`src/hw/dma_pkg.sv`:
```
`default_nettype none

package dma_pkg;

    // ------------------------------------------------------------------------
    // Widths
    // ------------------------------------------------------------------------
    localparam int unsigned ADDR_WIDTH = 16;
    localparam int unsigned DATA_WIDTH = 32;
    localparam int unsigned LEN_WIDTH  = 8;

    // Buffer slots and also the number of read credits
    localparam int unsigned BUF_DEPTH    = 4;
    // Holds a count from 0 up to BUF_DEPTH
    localparam int unsigned CREDIT_WIDTH = $clog2(BUF_DEPTH + 1);

    // ------------------------------------------------------------------------
    // Types
    // ------------------------------------------------------------------------
    typedef logic [ADDR_WIDTH-1:0] dma_addr_t;
    typedef logic [DATA_WIDTH-1:0] dma_data_t;
    // Transfer length or beat index in words
    typedef logic [LEN_WIDTH-1:0]  dma_len_t;
    typedef logic [1:0]            dma_err_t;

    // Response codes where read errors win over write errors
    localparam dma_err_t ERR_NONE     = 2'd0;
    localparam dma_err_t ERR_ZERO_LEN = 2'd1;
    localparam dma_err_t ERR_READ     = 2'd2;
    localparam dma_err_t ERR_WRITE    = 2'd3;

endpackage : dma_pkg

`default_nettype wire

```
`src/hw/dma_ctrl_fsm.sv`:
```
`timescale 1ns/1ps
`default_nettype none

module dma_ctrl_fsm import dma_pkg::*; (
    input  wire logic     clk_i,
    input  wire logic     arst_n_i,
    input  wire logic     req_valid_i,
    input  wire dma_len_t req_len_i,
    input  wire logic     done_i,
    input  wire logic     rd_err_i,
    input  wire logic     wr_err_i,
    input  wire logic     rsp_ready_i,
    output logic          req_ready_o,
    output logic          start_o,
    output logic          rsp_valid_o,
    output dma_err_t      rsp_err_o,
    output logic          busy_o
);

    typedef enum logic [1:0] {
        IDLE,
        RUN,
        RESP
    } state_e;

    state_e   state_q;
    dma_err_t err_q;
    logic     accept;
    logic     len_zero;

    assign req_ready_o = (state_q == IDLE);
    assign accept      = req_valid_i & req_ready_o;
    assign len_zero    = (req_len_i == '0);

    // Beat counter loads on the acceptance edge, while the request is still on the port
    assign start_o = accept & ~len_zero;

    assign rsp_valid_o = (state_q == RESP);
    assign rsp_err_o   = err_q;
    assign busy_o      = (state_q != IDLE);

    always_ff @(posedge clk_i or negedge arst_n_i) begin
        if (!arst_n_i) begin
            state_q <= IDLE;
            err_q   <= ERR_NONE;
        end else begin
            case (state_q)
                IDLE: begin
                    if (accept && len_zero) begin
                        state_q <= RESP;
                        err_q   <= ERR_ZERO_LEN;
                    end else if (accept) begin
                        state_q <= RUN;
                    end
                end
                RUN: begin
                    // Sticky flags already include the last write response here
                    if (done_i) begin
                        state_q <= RESP;
                        if (rd_err_i) err_q <= ERR_READ;
                        else if (wr_err_i) err_q <= ERR_WRITE;
                        else err_q <= ERR_NONE;
                    end
                end
                RESP: begin
                    if (rsp_ready_i) state_q <= IDLE;
                end
                default: state_q <= IDLE;
            endcase
        end
    end

    // Response holds until it is taken
    a_rsp_stable: assert property (@(posedge clk_i) disable iff (!arst_n_i)
        rsp_valid_o && !rsp_ready_i |=> rsp_valid_o && $stable(rsp_err_o));

endmodule : dma_ctrl_fsm

`default_nettype wire

```
`src/hw/dma_beat_counter.sv`:
```
`timescale 1ns/1ps
`default_nettype none

module dma_beat_counter import dma_pkg::*; (
    input  wire logic      clk_i,
    input  wire logic      arst_n_i,
    input  wire logic      start_i,
    input  wire dma_addr_t src_i,
    input  wire dma_addr_t dst_i,
    input  wire dma_len_t  len_i,
    input  wire logic      rd_issue_i,
    input  wire logic      wr_issue_i,
    input  wire logic      wr_rsp_i,
    output dma_addr_t      rd_addr_o,
    output dma_addr_t      wr_addr_o,
    output logic           rd_left_o,
    output logic           wr_left_o,
    output logic           done_o
);

    dma_addr_t rd_addr_q;
    dma_addr_t wr_addr_q;
    dma_len_t  rd_cnt_q;
    dma_len_t  wr_cnt_q;
    // Write responses still expected
    dma_len_t  rsp_cnt_q;
    logic      done_q;

    // Addresses wrap naturally at ADDR_WIDTH
    always_ff @(posedge clk_i) begin
        if (start_i) begin
            rd_addr_q <= src_i;
            wr_addr_q <= dst_i;
        end else begin
            if (rd_issue_i) rd_addr_q <= rd_addr_q + dma_addr_t'(1);
            if (wr_issue_i) wr_addr_q <= wr_addr_q + dma_addr_t'(1);
        end
    end

    always_ff @(posedge clk_i or negedge arst_n_i) begin
        if (!arst_n_i) begin
            rd_cnt_q  <= '0;
            wr_cnt_q  <= '0;
            rsp_cnt_q <= '0;
            done_q    <= 1'b0;
        end else if (start_i) begin
            rd_cnt_q  <= len_i;
            wr_cnt_q  <= len_i;
            rsp_cnt_q <= len_i;
            done_q    <= 1'b0;
        end else begin
            if (rd_issue_i) rd_cnt_q <= rd_cnt_q - dma_len_t'(1);
            if (wr_issue_i) wr_cnt_q <= wr_cnt_q - dma_len_t'(1);
            if (wr_rsp_i) begin
                rsp_cnt_q <= rsp_cnt_q - dma_len_t'(1);
                if (rsp_cnt_q == dma_len_t'(1)) done_q <= 1'b1;
            end
        end
    end

    assign rd_addr_o = rd_addr_q;
    assign wr_addr_o = wr_addr_q;
    assign rd_left_o = (rd_cnt_q != '0);
    assign wr_left_o = (wr_cnt_q != '0);
    assign done_o    = done_q;

    // Read and write units never run past the transfer length
    a_no_extra_issue: assert property (@(posedge clk_i) disable iff (!arst_n_i)
        (rd_issue_i |-> rd_left_o) and (wr_issue_i |-> wr_left_o));

endmodule : dma_beat_counter

`default_nettype wire

```
`src/hw/dma_read_unit.sv`:
```
`timescale 1ns/1ps
`default_nettype none

module dma_read_unit import dma_pkg::*; (
    input  wire logic clk_i,
    input  wire logic arst_n_i,
    input  wire logic start_i,
    input  wire logic rd_left_i,
    input  wire logic rd_ready_i,
    input  wire logic credit_i,
    input  wire logic rd_rsp_valid_i,
    input  wire logic rd_rsp_err_i,
    output logic      rd_valid_o,
    output logic      rd_issue_o,
    output logic      rd_err_o
);

    logic [CREDIT_WIDTH-1:0] credit_q;
    logic                    err_q;

    // Holding one credit per free buffer slot keeps returned data from finding it full
    assign rd_valid_o = rd_left_i & (credit_q != '0);
    assign rd_issue_o = rd_valid_o & rd_ready_i;

    always_ff @(posedge clk_i or negedge arst_n_i) begin
        if (!arst_n_i) begin
            credit_q <= CREDIT_WIDTH'(BUF_DEPTH);
        end else begin
            credit_q <= credit_q + CREDIT_WIDTH'(credit_i) - CREDIT_WIDTH'(rd_issue_o);
        end
    end

    // Sticky read error that leaves the copy running to the last beat
    always_ff @(posedge clk_i or negedge arst_n_i) begin
        if (!arst_n_i) begin
            err_q <= 1'b0;
        end else if (start_i) begin
            err_q <= 1'b0;
        end else if (rd_rsp_valid_i && rd_rsp_err_i) begin
            err_q <= 1'b1;
        end
    end

    assign rd_err_o = err_q;

    // Buffer never returns more credits than it has slots
    a_credit_bound: assert property (@(posedge clk_i) disable iff (!arst_n_i)
        credit_q <= CREDIT_WIDTH'(BUF_DEPTH));

endmodule : dma_read_unit

`default_nettype wire

```
`src/hw/dma_data_buffer.sv`:
```
`timescale 1ns/1ps
`default_nettype none

module dma_data_buffer import dma_pkg::*; (
    input  wire logic      clk_i,
    input  wire logic      arst_n_i,
    input  wire logic      push_i,
    input  wire dma_data_t data_i,
    input  wire logic      pop_i,
    output logic           valid_o,
    output dma_data_t      data_o,
    output logic           credit_o
);

    dma_data_t                      mem_q [BUF_DEPTH];
    logic [$clog2(BUF_DEPTH)-1:0]   wr_ptr_q;
    logic [$clog2(BUF_DEPTH)-1:0]   rd_ptr_q;
    logic [CREDIT_WIDTH-1:0]        count_q;

    always_ff @(posedge clk_i) begin
        if (push_i) mem_q[wr_ptr_q] <= data_i;
    end

    always_ff @(posedge clk_i or negedge arst_n_i) begin
        if (!arst_n_i) begin
            wr_ptr_q <= '0;
            rd_ptr_q <= '0;
            count_q  <= '0;
        end else begin
            if (push_i) begin
                if (wr_ptr_q == $clog2(BUF_DEPTH)'(BUF_DEPTH - 1)) wr_ptr_q <= '0;
                else wr_ptr_q <= wr_ptr_q + 1'b1;
            end
            if (pop_i) begin
                if (rd_ptr_q == $clog2(BUF_DEPTH)'(BUF_DEPTH - 1)) rd_ptr_q <= '0;
                else rd_ptr_q <= rd_ptr_q + 1'b1;
            end
            count_q <= count_q + CREDIT_WIDTH'(push_i) - CREDIT_WIDTH'(pop_i);
        end
    end

    assign valid_o = (count_q != '0);
    assign data_o  = mem_q[rd_ptr_q];

    // Each freed slot goes straight back to the read side
    assign credit_o = pop_i;

    // Credit scheme must keep returning data inside the buffer
    a_no_overflow: assert property (@(posedge clk_i) disable iff (!arst_n_i)
        push_i |-> count_q != CREDIT_WIDTH'(BUF_DEPTH));

endmodule : dma_data_buffer

`default_nettype wire

```
`src/hw/dma_write_unit.sv`:
```
`timescale 1ns/1ps
`default_nettype none

module dma_write_unit (
    input  wire logic clk_i,
    input  wire logic arst_n_i,
    input  wire logic start_i,
    input  wire logic wr_left_i,
    input  wire logic buf_valid_i,
    input  wire logic wr_ready_i,
    input  wire logic wr_rsp_valid_i,
    input  wire logic wr_rsp_err_i,
    output logic      wr_valid_o,
    output logic      wr_issue_o,
    output logic      wr_err_o
);

    logic err_q;

    // Write as soon as a word sits in the buffer
    assign wr_valid_o = buf_valid_i & wr_left_i;
    // Accepted write also pops the buffer
    assign wr_issue_o = wr_valid_o & wr_ready_i;

    // ------------------------------------------------------------------------
    // Write error capture
    // ------------------------------------------------------------------------
    always_ff @(posedge clk_i or negedge arst_n_i) begin
        if (!arst_n_i) begin
            err_q <= 1'b0;
        end else if (start_i) begin
            err_q <= 1'b0;
        end else if (wr_rsp_valid_i && wr_rsp_err_i) begin
            err_q <= 1'b1;
        end
    end

    assign wr_err_o = err_q;

endmodule : dma_write_unit

`default_nettype wire

```
`src/hw/dma_backend.sv`:
```
`timescale 1ns/1ps
`default_nettype none

module dma_backend import dma_pkg::*; (
    input  wire logic      clk_i,
    input  wire logic      arst_n_i,
    // Transfer request
    input  wire logic      req_valid_i,
    input  wire dma_addr_t req_src_i,
    input  wire dma_addr_t req_dst_i,
    input  wire dma_len_t  req_len_i,
    output logic           req_ready_o,
    // Transfer response
    output logic           rsp_valid_o,
    output dma_err_t       rsp_err_o,
    input  wire logic      rsp_ready_i,
    // Read port
    output logic           rd_valid_o,
    output dma_addr_t      rd_addr_o,
    input  wire logic      rd_ready_i,
    input  wire logic      rd_rsp_valid_i,
    input  wire dma_data_t rd_rsp_data_i,
    input  wire logic      rd_rsp_err_i,
    // Write port
    output logic           wr_valid_o,
    output dma_addr_t      wr_addr_o,
    output dma_data_t      wr_data_o,
    input  wire logic      wr_ready_i,
    input  wire logic      wr_rsp_valid_i,
    input  wire logic      wr_rsp_err_i,
    output logic           busy_o
);

    logic start;
    logic done;
    logic rd_left;
    logic wr_left;
    logic rd_issue;
    logic wr_issue;
    logic rd_err;
    logic wr_err;
    logic credit;
    logic buf_valid;

    // ------------------------------------------------------------------------
    // Control
    // ------------------------------------------------------------------------
    dma_ctrl_fsm i_ctrl (
        .clk_i       ( clk_i       ),
        .arst_n_i    ( arst_n_i    ),
        .req_valid_i ( req_valid_i ),
        .req_len_i   ( req_len_i   ),
        .done_i      ( done        ),
        .rd_err_i    ( rd_err      ),
        .wr_err_i    ( wr_err      ),
        .rsp_ready_i ( rsp_ready_i ),
        .req_ready_o ( req_ready_o ),
        .start_o     ( start       ),
        .rsp_valid_o ( rsp_valid_o ),
        .rsp_err_o   ( rsp_err_o   ),
        .busy_o      ( busy_o      )
    );

    dma_beat_counter i_beats (
        .clk_i      ( clk_i          ),
        .arst_n_i   ( arst_n_i       ),
        .start_i    ( start          ),
        .src_i      ( req_src_i      ),
        .dst_i      ( req_dst_i      ),
        .len_i      ( req_len_i      ),
        .rd_issue_i ( rd_issue       ),
        .wr_issue_i ( wr_issue       ),
        .wr_rsp_i   ( wr_rsp_valid_i ),
        .rd_addr_o  ( rd_addr_o      ),
        .wr_addr_o  ( wr_addr_o      ),
        .rd_left_o  ( rd_left        ),
        .wr_left_o  ( wr_left        ),
        .done_o     ( done           )
    );

    // ------------------------------------------------------------------------
    // Datapath
    // ------------------------------------------------------------------------
    dma_read_unit i_read (
        .clk_i          ( clk_i          ),
        .arst_n_i       ( arst_n_i       ),
        .start_i        ( start          ),
        .rd_left_i      ( rd_left        ),
        .rd_ready_i     ( rd_ready_i     ),
        .credit_i       ( credit         ),
        .rd_rsp_valid_i ( rd_rsp_valid_i ),
        .rd_rsp_err_i   ( rd_rsp_err_i   ),
        .rd_valid_o     ( rd_valid_o     ),
        .rd_issue_o     ( rd_issue       ),
        .rd_err_o       ( rd_err         )
    );

    // Credits guarantee room for every read word pushed here
    dma_data_buffer i_buffer (
        .clk_i    ( clk_i          ),
        .arst_n_i ( arst_n_i       ),
        .push_i   ( rd_rsp_valid_i ),
        .data_i   ( rd_rsp_data_i  ),
        .pop_i    ( wr_issue       ),
        .valid_o  ( buf_valid      ),
        .data_o   ( wr_data_o      ),
        .credit_o ( credit         )
    );

    dma_write_unit i_write (
        .clk_i          ( clk_i          ),
        .arst_n_i       ( arst_n_i       ),
        .start_i        ( start          ),
        .wr_left_i      ( wr_left        ),
        .buf_valid_i    ( buf_valid      ),
        .wr_ready_i     ( wr_ready_i     ),
        .wr_rsp_valid_i ( wr_rsp_valid_i ),
        .wr_rsp_err_i   ( wr_rsp_err_i   ),
        .wr_valid_o     ( wr_valid_o     ),
        .wr_issue_o     ( wr_issue       ),
        .wr_err_o       ( wr_err         )
    );

endmodule : dma_backend

`default_nettype wire

```
`config.mk`:
```
export PLATFORM = sky130hd
export DESIGN_NAME = dma_backend
export DESIGN_NICKNAME = d
export VERILOG_FILES = /design/src/hw/dma_pkg.sv /design/src/hw/dma_ctrl_fsm.sv /design/src/hw/dma_beat_counter.sv /design/src/hw/dma_read_unit.sv /design/src/hw/dma_data_buffer.sv /design/src/hw/dma_write_unit.sv /design/src/hw/dma_backend.sv
export SDC_FILE = /design/constraint.sdc
export NUM_CORES = 1
export LEC_CHECK = 0
export BUFFER_PORTS_ARGS = -buffer_cell sky130_fd_sc_hd__buf_2
export CAP_MARGIN = 20
export CORE_ASPECT_RATIO = 0.5
export CORE_MARGIN = 4
export CORE_UTILIZATION = 58
export CTS_BUF_LIST = sky130_fd_sc_hd__clkbuf_4
export CTS_CLUSTER_DIAMETER = 150
export CTS_CLUSTER_SIZE = 12
export DETAILED_ROUTE_END_ITERATION = 6
export PLACE_DENSITY = 0.83
export SETUP_SLACK_MARGIN = 0.3
export SYNTH_ARGS = -nofsm -noshare
export SYNTH_HDL_FRONTEND = slang
export SYNTH_SLANG_ARGS = --single-unit
```
`constraint.sdc`:
```
create_clock -name clk_i -period 3.07 [get_ports clk_i]
set_input_delay 0.307 -clock clk_i [delete_from_list [all_inputs] [get_ports clk_i]]
set_output_delay 0.307 -clock clk_i [all_outputs]
set_load 0.01 [all_outputs]
```
## Word level (Yosys, flattened, before mapping)

Memory sizes are Yosys's and may differ from the RTL's.
Cells that the tools add are included.

| operators by class | value |
|---|---|
| add/subtract/negate cells | 11 |
| bitwise operators | 7 |
| equality and inequality tests | 9 |
| multiplexer cells | 31 |
| reduce and logical (&&, ||, !) cells | 20 |

Operators with widths:

| cell | count |
|---|---|
| two-way mux 16 bit | 4 |
| two-way mux 8 bit | 6 |
| adder 16 x 1 -> 16 bit (second input constant) | 2 |
| subtractor 8 x 1 -> 8 bit (second input constant) | 3 |
| two-way mux 2 bit | 10 |
| nonzero test 2 bit | 8 |
| nonzero test 8 bit | 2 |
| two-way mux 1 bit | 9 |
| == test 8 x 1 -> 1 bit (second input constant) | 1 |
| logical NOT 8 bit | 1 |
| adder 3 x 1 -> 3 bit | 2 |
| bitwise AND 1 bit | 6 |
| == test 2 bit (second input constant) | 3 |
| one-hot mux 2 bit (3 select lines) | 1 |
| AND reduction 3 bit | 2 |
| nonzero test 3 bit | 2 |
| subtractor 3 x 1 -> 3 bit | 2 |
| adder 2 x 1 -> 2 bit (second input constant) | 2 |
| inequality test 2 x 1 -> 1 bit (second input constant) | 2 |
| one-hot mux 2 bit (2 select lines) | 1 |
| logical AND 1 bit | 3 |
| inequality test 3 bit (second input constant) | 1 |
| == test 2 x 1 -> 1 bit (second input constant) | 1 |
| logical NOT 2 bit | 1 |
| 3 further kinds | 3 |

| storage, ports and cells | value |
|---|---|
| input bits | 82 |
| memories | 1 |
| flip-flop bits (word level) | 73 |
| output and inout bits | 71 |
| bits in writable memories | 128 |

Memories:

| memory | depth | width | read ports | clocked after Yosys merged registers in | wr ports | RTL line | RTL |
|---|---|---|---|---|---|---|---|
| i_buffer.mem_q | 4 | 32 | 1 | 0 | 1 | dma_data_buffer.sv:15 | `dma_data_t mem_q [BUF_DEPTH];` |

## Logic depth before layout (Yosys ltp)

| logic depth | value |
|---|---|
| depth after elaboration | 5 |
| mapped depth | 11 |

## Hierarchy

A second synthesis with hierarchy kept.

| second synthesis, totals | value |
|---|---|
| cell total of the unflattened synthesis | 574 |
| area, all modules | 8,832.2 sq um |

Modules (own cells, without submodules):

| module | instances | cells an instance | area an instance (sq um) | seq. area each (sq um) |
|---|---|---|---|---|
| dma_data_buffer | 1 | 204 | 5,079.9 | 4,018.9 |
| dma_beat_counter | 1 | 318 | 3,238.1 | 1,586.5 |
| dma_ctrl_fsm | 1 | 30 | 265.3 | 100.1 |
| dma_read_unit | 1 | 17 | 202.7 | 101.3 |
| dma_write_unit | 1 | 5 | 46.3 | 25.0 |

## Worst setup path after synthesis

Ideal clock, no wire load.

| timing path | value |
|---|---|
| kind | reg2reg |
| start | register i_beats.wr_cnt_q[0] |
| end | register i_buffer.count_q[2] |
| stages on the path, launching flop included | 12 |
| buffers on the path | 1 |
| data arrival time | 2.527 ns |
| required time | 2.947 ns |
| setup time | 0.123 ns |
| clock period less this slack | 2.650 ns |
| path slack | 0.420 ns |
| path through | dfrtp_1 > inv_1 > ha_1 > or3b_2 > o21a_1 > buf_6 > ha_1 > inv_1 > ha_1 > fa_1 > xnor2_1 > xnor2_1 |

| between the ends | value |
|---|---|
| word-level cells in the longest chain between the ends | 4 |

Ends and longest elaborated chain:

| what | RTL line | RTL |
|---|---|---|
| from (decl) | dma_beat_counter.sv:24 | `dma_len_t wr_cnt_q;` |
| from (signal assigned) | dma_beat_counter.sv:48 | `wr_cnt_q <= len_i;` |
| from (signal assigned) | dma_beat_counter.sv:53 | `if (wr_issue_i) wr_cnt_q <= wr_cnt_q - dma_len_t'(1);` |
| nonzero test 8 bit | dma_beat_counter.sv:64 | `assign wr_left_o = (wr_cnt_q != '0);` |
| bitwise AND 1 bit | dma_write_unit.sv:21 | `assign wr_valid_o = buf_valid_i & wr_left_i;` |
| bitwise AND 1 bit | dma_write_unit.sv:23 | `assign wr_issue_o = wr_valid_o & wr_ready_i;` |
| via credit | dma_backend.sv:42 | `logic credit;` |
| subtractor 3 x 1 -> 3 bit | dma_data_buffer.sv:38 | `count_q <= count_q + CREDIT_WIDTH'(push_i) - CREDIT_WIDTH'(pop_i);` |
| to (signal assigned) | dma_data_buffer.sv:38 |  |
| to (decl) | dma_data_buffer.sv:18 | `logic [CREDIT_WIDTH-1:0] count_q;` |

The timed path passes the listed nets, and every way through them passes these cells.
A chain may end at the register's enable or synchronous reset.

## Final worst setup path

| timing path | value |
|---|---|
| start | register i_beats.wr_cnt_q[0] |
| end | register i_buffer.count_q[2] |

| between the ends | value |
|---|---|
| word-level cells in the longest chain between the ends | 4 |

Ends and longest elaborated chain:

| what | RTL line |
|---|---|
| nonzero test 8 bit | dma_beat_counter.sv:64 |
| bitwise AND 1 bit | dma_write_unit.sv:21 |
| bitwise AND 1 bit | dma_write_unit.sv:23 |
| subtractor 3 x 1 -> 3 bit | dma_data_buffer.sv:38 |

Every way passes these cells.

==> flow_summary_export.csv <==
group,metric,value,unit
route,routed_wl,18.5,mm
timing,period_needed,2.65,ns
synthesis,ys.flop_type,"edfxtp_1",
clocking,root_buffer,"clkbuf_4",
floorplan,die_h,94.6,um
final_layout,n_fill_cell,945,
synthesis,yosysSeqAreaShare,67.0,%
placed_design,place.gp.congestion,0.807,
critical_path,startpoint_type,"flip-flop",
global_route,grt_max_degree,42,
timing,hold_viol,0,
route,via_per_inst,5.57,
clocking,cts_buffers,20,
final_layout,nets,919,
final_layout,final_area,10700,sq um
global_route,grt_first_pass_wirelength,29.5,mm
floorplan,rows,31,
synthesis,synthTopCellsByArea,"edfxtp_1 55%, dfrtp_1 11%, mux4_2 8.3%",
clocking,clkTransAtPathRegs,0.14,ns
clocking,htree_levels,1,
clocking,clock_sinks,201,
synthesis,syn_nets,687,
floorplan,io_pins,153,
critical_path,end_kind,"flip-flop",
timing,fin_setup_tns,0,ns
timing,relSlewSlack,39.1,%
floorplan,initial_core_util,59.7,%
floorplan,core_area,14600,sq um
global_route,antenna_found_initial,1,
placed_design,placed_cell_area,9710,sq um
clocking,cts_tree,"done",
route,antenna_left,0,
critical_path,worst-setup-path-type,"reg -> reg",
synthesis,synth_edf_count,160,
global_route,first_global_vias,5795,
synthesis,async_flop_share,20.4,%
placed_design,io_buffers,152,
timing,timing.fmax,0.378,GHz
timing,tightest_slew,0.913,ns
critical_path,critPathMaxFanout,5,
floorplan,die_area,17200,sq um
synthesis,yosysMostFrequentCell,"edfxtp_1",
synthesis,synth_largest_area_cell,"edfxtp_1",
run,cap_violations,0,
route,drt-pass1-iter-count,5,
power,power,9.17,mW
synthesis,synthTopCellsByCount,"160 x edfxtp_1, 46 x nand2_1, 40 x dfrtp_1",
synthesis,ys_ff_latch,201,
power,leakagePower,3.98,nW
critical_path,critPathRequiredTime,3.64,ns
min_path,hold_class,"in -> reg",
timing,clock_skew,0.0461,ns
placed_design,hpwl,11.6,mm
power,p_per_area,860,nW/um^2
synthesis,yosysUniqueCellTypes,53,
critical_path,worstPathArrival,3.22,ns
route,wl_per_cell,18.1,um
synthesis,syn_inst,587,
power,ir_worst_vdd,0.456,mV
timing,finalCritPeriodShare,86.2,%
clocking,worstSkewPairLatency,0.63,ns
synthesis,yosys.area.top_type_share,55.2,%
route,first_iter_violations,398,
timing,grt_setup_unrepaired,"false",
final_layout,areaGrowthSynthToFinish,22.5,%
route,vias,5693,
final_layout,final_layout_size_suffix_gt1_share,30.0,%
timing,drv_slew,0,
synthesis,yosysWarnings,0,
run_status,status,"finished clean",
global_route,grt.total_usage,21.6,%
clocking,cts_buffer_depth,3,
timing,setup_viol_count_final,0,
global_route,grt.overflow.total,0,
synthesis,avgSynthCellArea,14.8,sq um
route,drc,0,
synthesis,syn_area,8710,sq um
floorplan,die_x,181,um
-- through the flow --
step                hold slack [ns]  utilization (%)  std cells  setup slack [ns]
finish                       0.0257             73.1       1023             0.424
global route               -0.00262             73.1       1023             0.304
CTS                         0.00135             73.0       1021             0.349
detailed placement            0.474             66.6        923             0.425
global placement              0.472             66.6        923             0.498
floorplan                    0.0114                -        587             0.420
-- registers in the layout, indices dropped and copies added, names as in the netlist --
register,count
i_write.wr_err_o,1
i_ctrl.state_q,2
i_buffer.wr_ptr_q,2
i_ctrl.rsp_err_o,2
i_read.credit_q,3
i_beats.rd_cnt_q,8
i_buffer.mem_q,128
i_buffer.count_q,3
i_beats.wr_addr_o,16
i_read.rd_err_o,1
i_beats.rsp_cnt_q,8
i_beats.done_o,1
i_buffer.rd_ptr_q,2
i_beats.rd_addr_o,16
i_beats.wr_cnt_q,8
-- worst max-delay path: stages (launching register included) --
cell     delay [ns]
dfrtp_1        0.42
inv_1          0.10
ha_1           0.16
or3b_2         0.50
o21a_1         0.22
ha_1           0.28
inv_1          0.04
ha_1           0.18
fa_1           0.38
xnor2_1        0.18
xnor2_1        0.13
-- path summary, 6_finish.rpt --
path | end | from | slack [ns] | cells past startpoint
hold / removal | i_beats.wr_addr_o[15] | req_dst_i[15] | 0.03 | 3
hold reg to reg | i_ctrl.rsp_err_o[1] | i_ctrl.rsp_err_o[1] | 0.50 | 1
max in group asynchronous | i_buffer.rd_ptr_q[0] | arst_n_i | 2.08 | 2
setup reg to reg | i_buffer.count_q[2] | i_beats.wr_cnt_q[0] | 0.42 | 10
min in group asynchronous | i_beats.rd_cnt_q[5] | arst_n_i | 0.33 | 2
setup / recovery | i_buffer.count_q[2] | i_beats.wr_cnt_q[0] | 0.42 | 10
-- final cells by class --
type                       instances  area [sq um]  area share [%]
sequential                       201          5840            54.7
multi-input combinational        333          2690            25.2
tap                              198           248            2.32
clock buffer                      25           188            1.76
antenna                            1          2.50          0.0235
clock inverter                     2          35.0           0.328
inverter                          30           113            1.06
timing repair buffer             233          1560            14.6
-- cell usage in the layout, fill, tap and decap left out, types with 2 or more instances in the layout --
master | netlist | final
xor2_1 | 10 | 10
mux4_2 | 32 | 32
buf_2 | 10 | 152
nor2_1 | 30 | 30
ha_1 | 16 | 16
nor4_1 | 11 | 10
o22a_1 | 5 | 5
nand2b_1 | 4 | 4
fa_1 | 2 | 2
or3b_2 | 2 | 2
or4_1 | 3 | 3
or2_2 | 4 | 4
nor3_1 | 12 | 12
nand3b_1 | 2 | 2
nand3_1 | 11 | 11
nor4b_1 | 2 | 2
nand2_1 | 46 | 46
inv_1 | 30 | 29
a21oi_1 | 24 | 23
o21ai_0 | 32 | 32
clkbuf_4 | 0 | 25
dlygate4sd3_1 | 0 | 71
a2111oi_0 | 2 | 2
o21a_1 | 2 | 2
o2111ai_1 | 2 | 2
xnor2_1 | 33 | 33
mux2_2 | 3 | 3
nand4_1 | 7 | 7
edfxtp_1 | 160 | 160
dfrtp_1 | 40 | 39
o31ai_1 | 4 | 4
and2_2 | 0 | 4
or3_1 | 3 | 3
a31oi_1 | 8 | 8
buf_4 | 0 | 9
-- timing repair --
item / CTS / global route
buffers inserted: 0 / 1
resized for setup: 0 / 4
hold endpoints to repair: 212 / 0
hold buffers: 71 / 0
setup endpoints to repair: 0 / 22
-- power breakdown --
| group | internal [mW] | leakage (nW) | switching, mW |
|---|---|---|---|
| sequential | 3.87 | 1.95 | 0.610 |
| clock | 0.460 | 0.133 | 0.821 |
| combinational | 1.61 | 1.89 | 1.79 |
-- layer usage --
| metal | global-route usage [%] | wire, um | up-vias |
|---|---|---|---|
| met5 | 0 | 0 | - |
| met4 | 5.49 | 361 | 0 |
| met3 | 4.04 | 892 | 37 |
| met2 | 39.1 | 9600 | 169 |
| met1 | 27.5 | 7700 | 2796 |
| li1 | - | - | 2691 |
-- cells by family after synthesis --
group | count (synthesis) | share of synthesized area [%]
compound gates | 90 | 6.32
buf+inv | 53 | 2.51
xor+xnor | 43 | 4.32
mux | 37 | 8.95
flops | 201 | 67.0
fa+ha+maj | 18 | 2.76
simple gates | 145 | 8.16
Power figures use the tool's default switching activity.
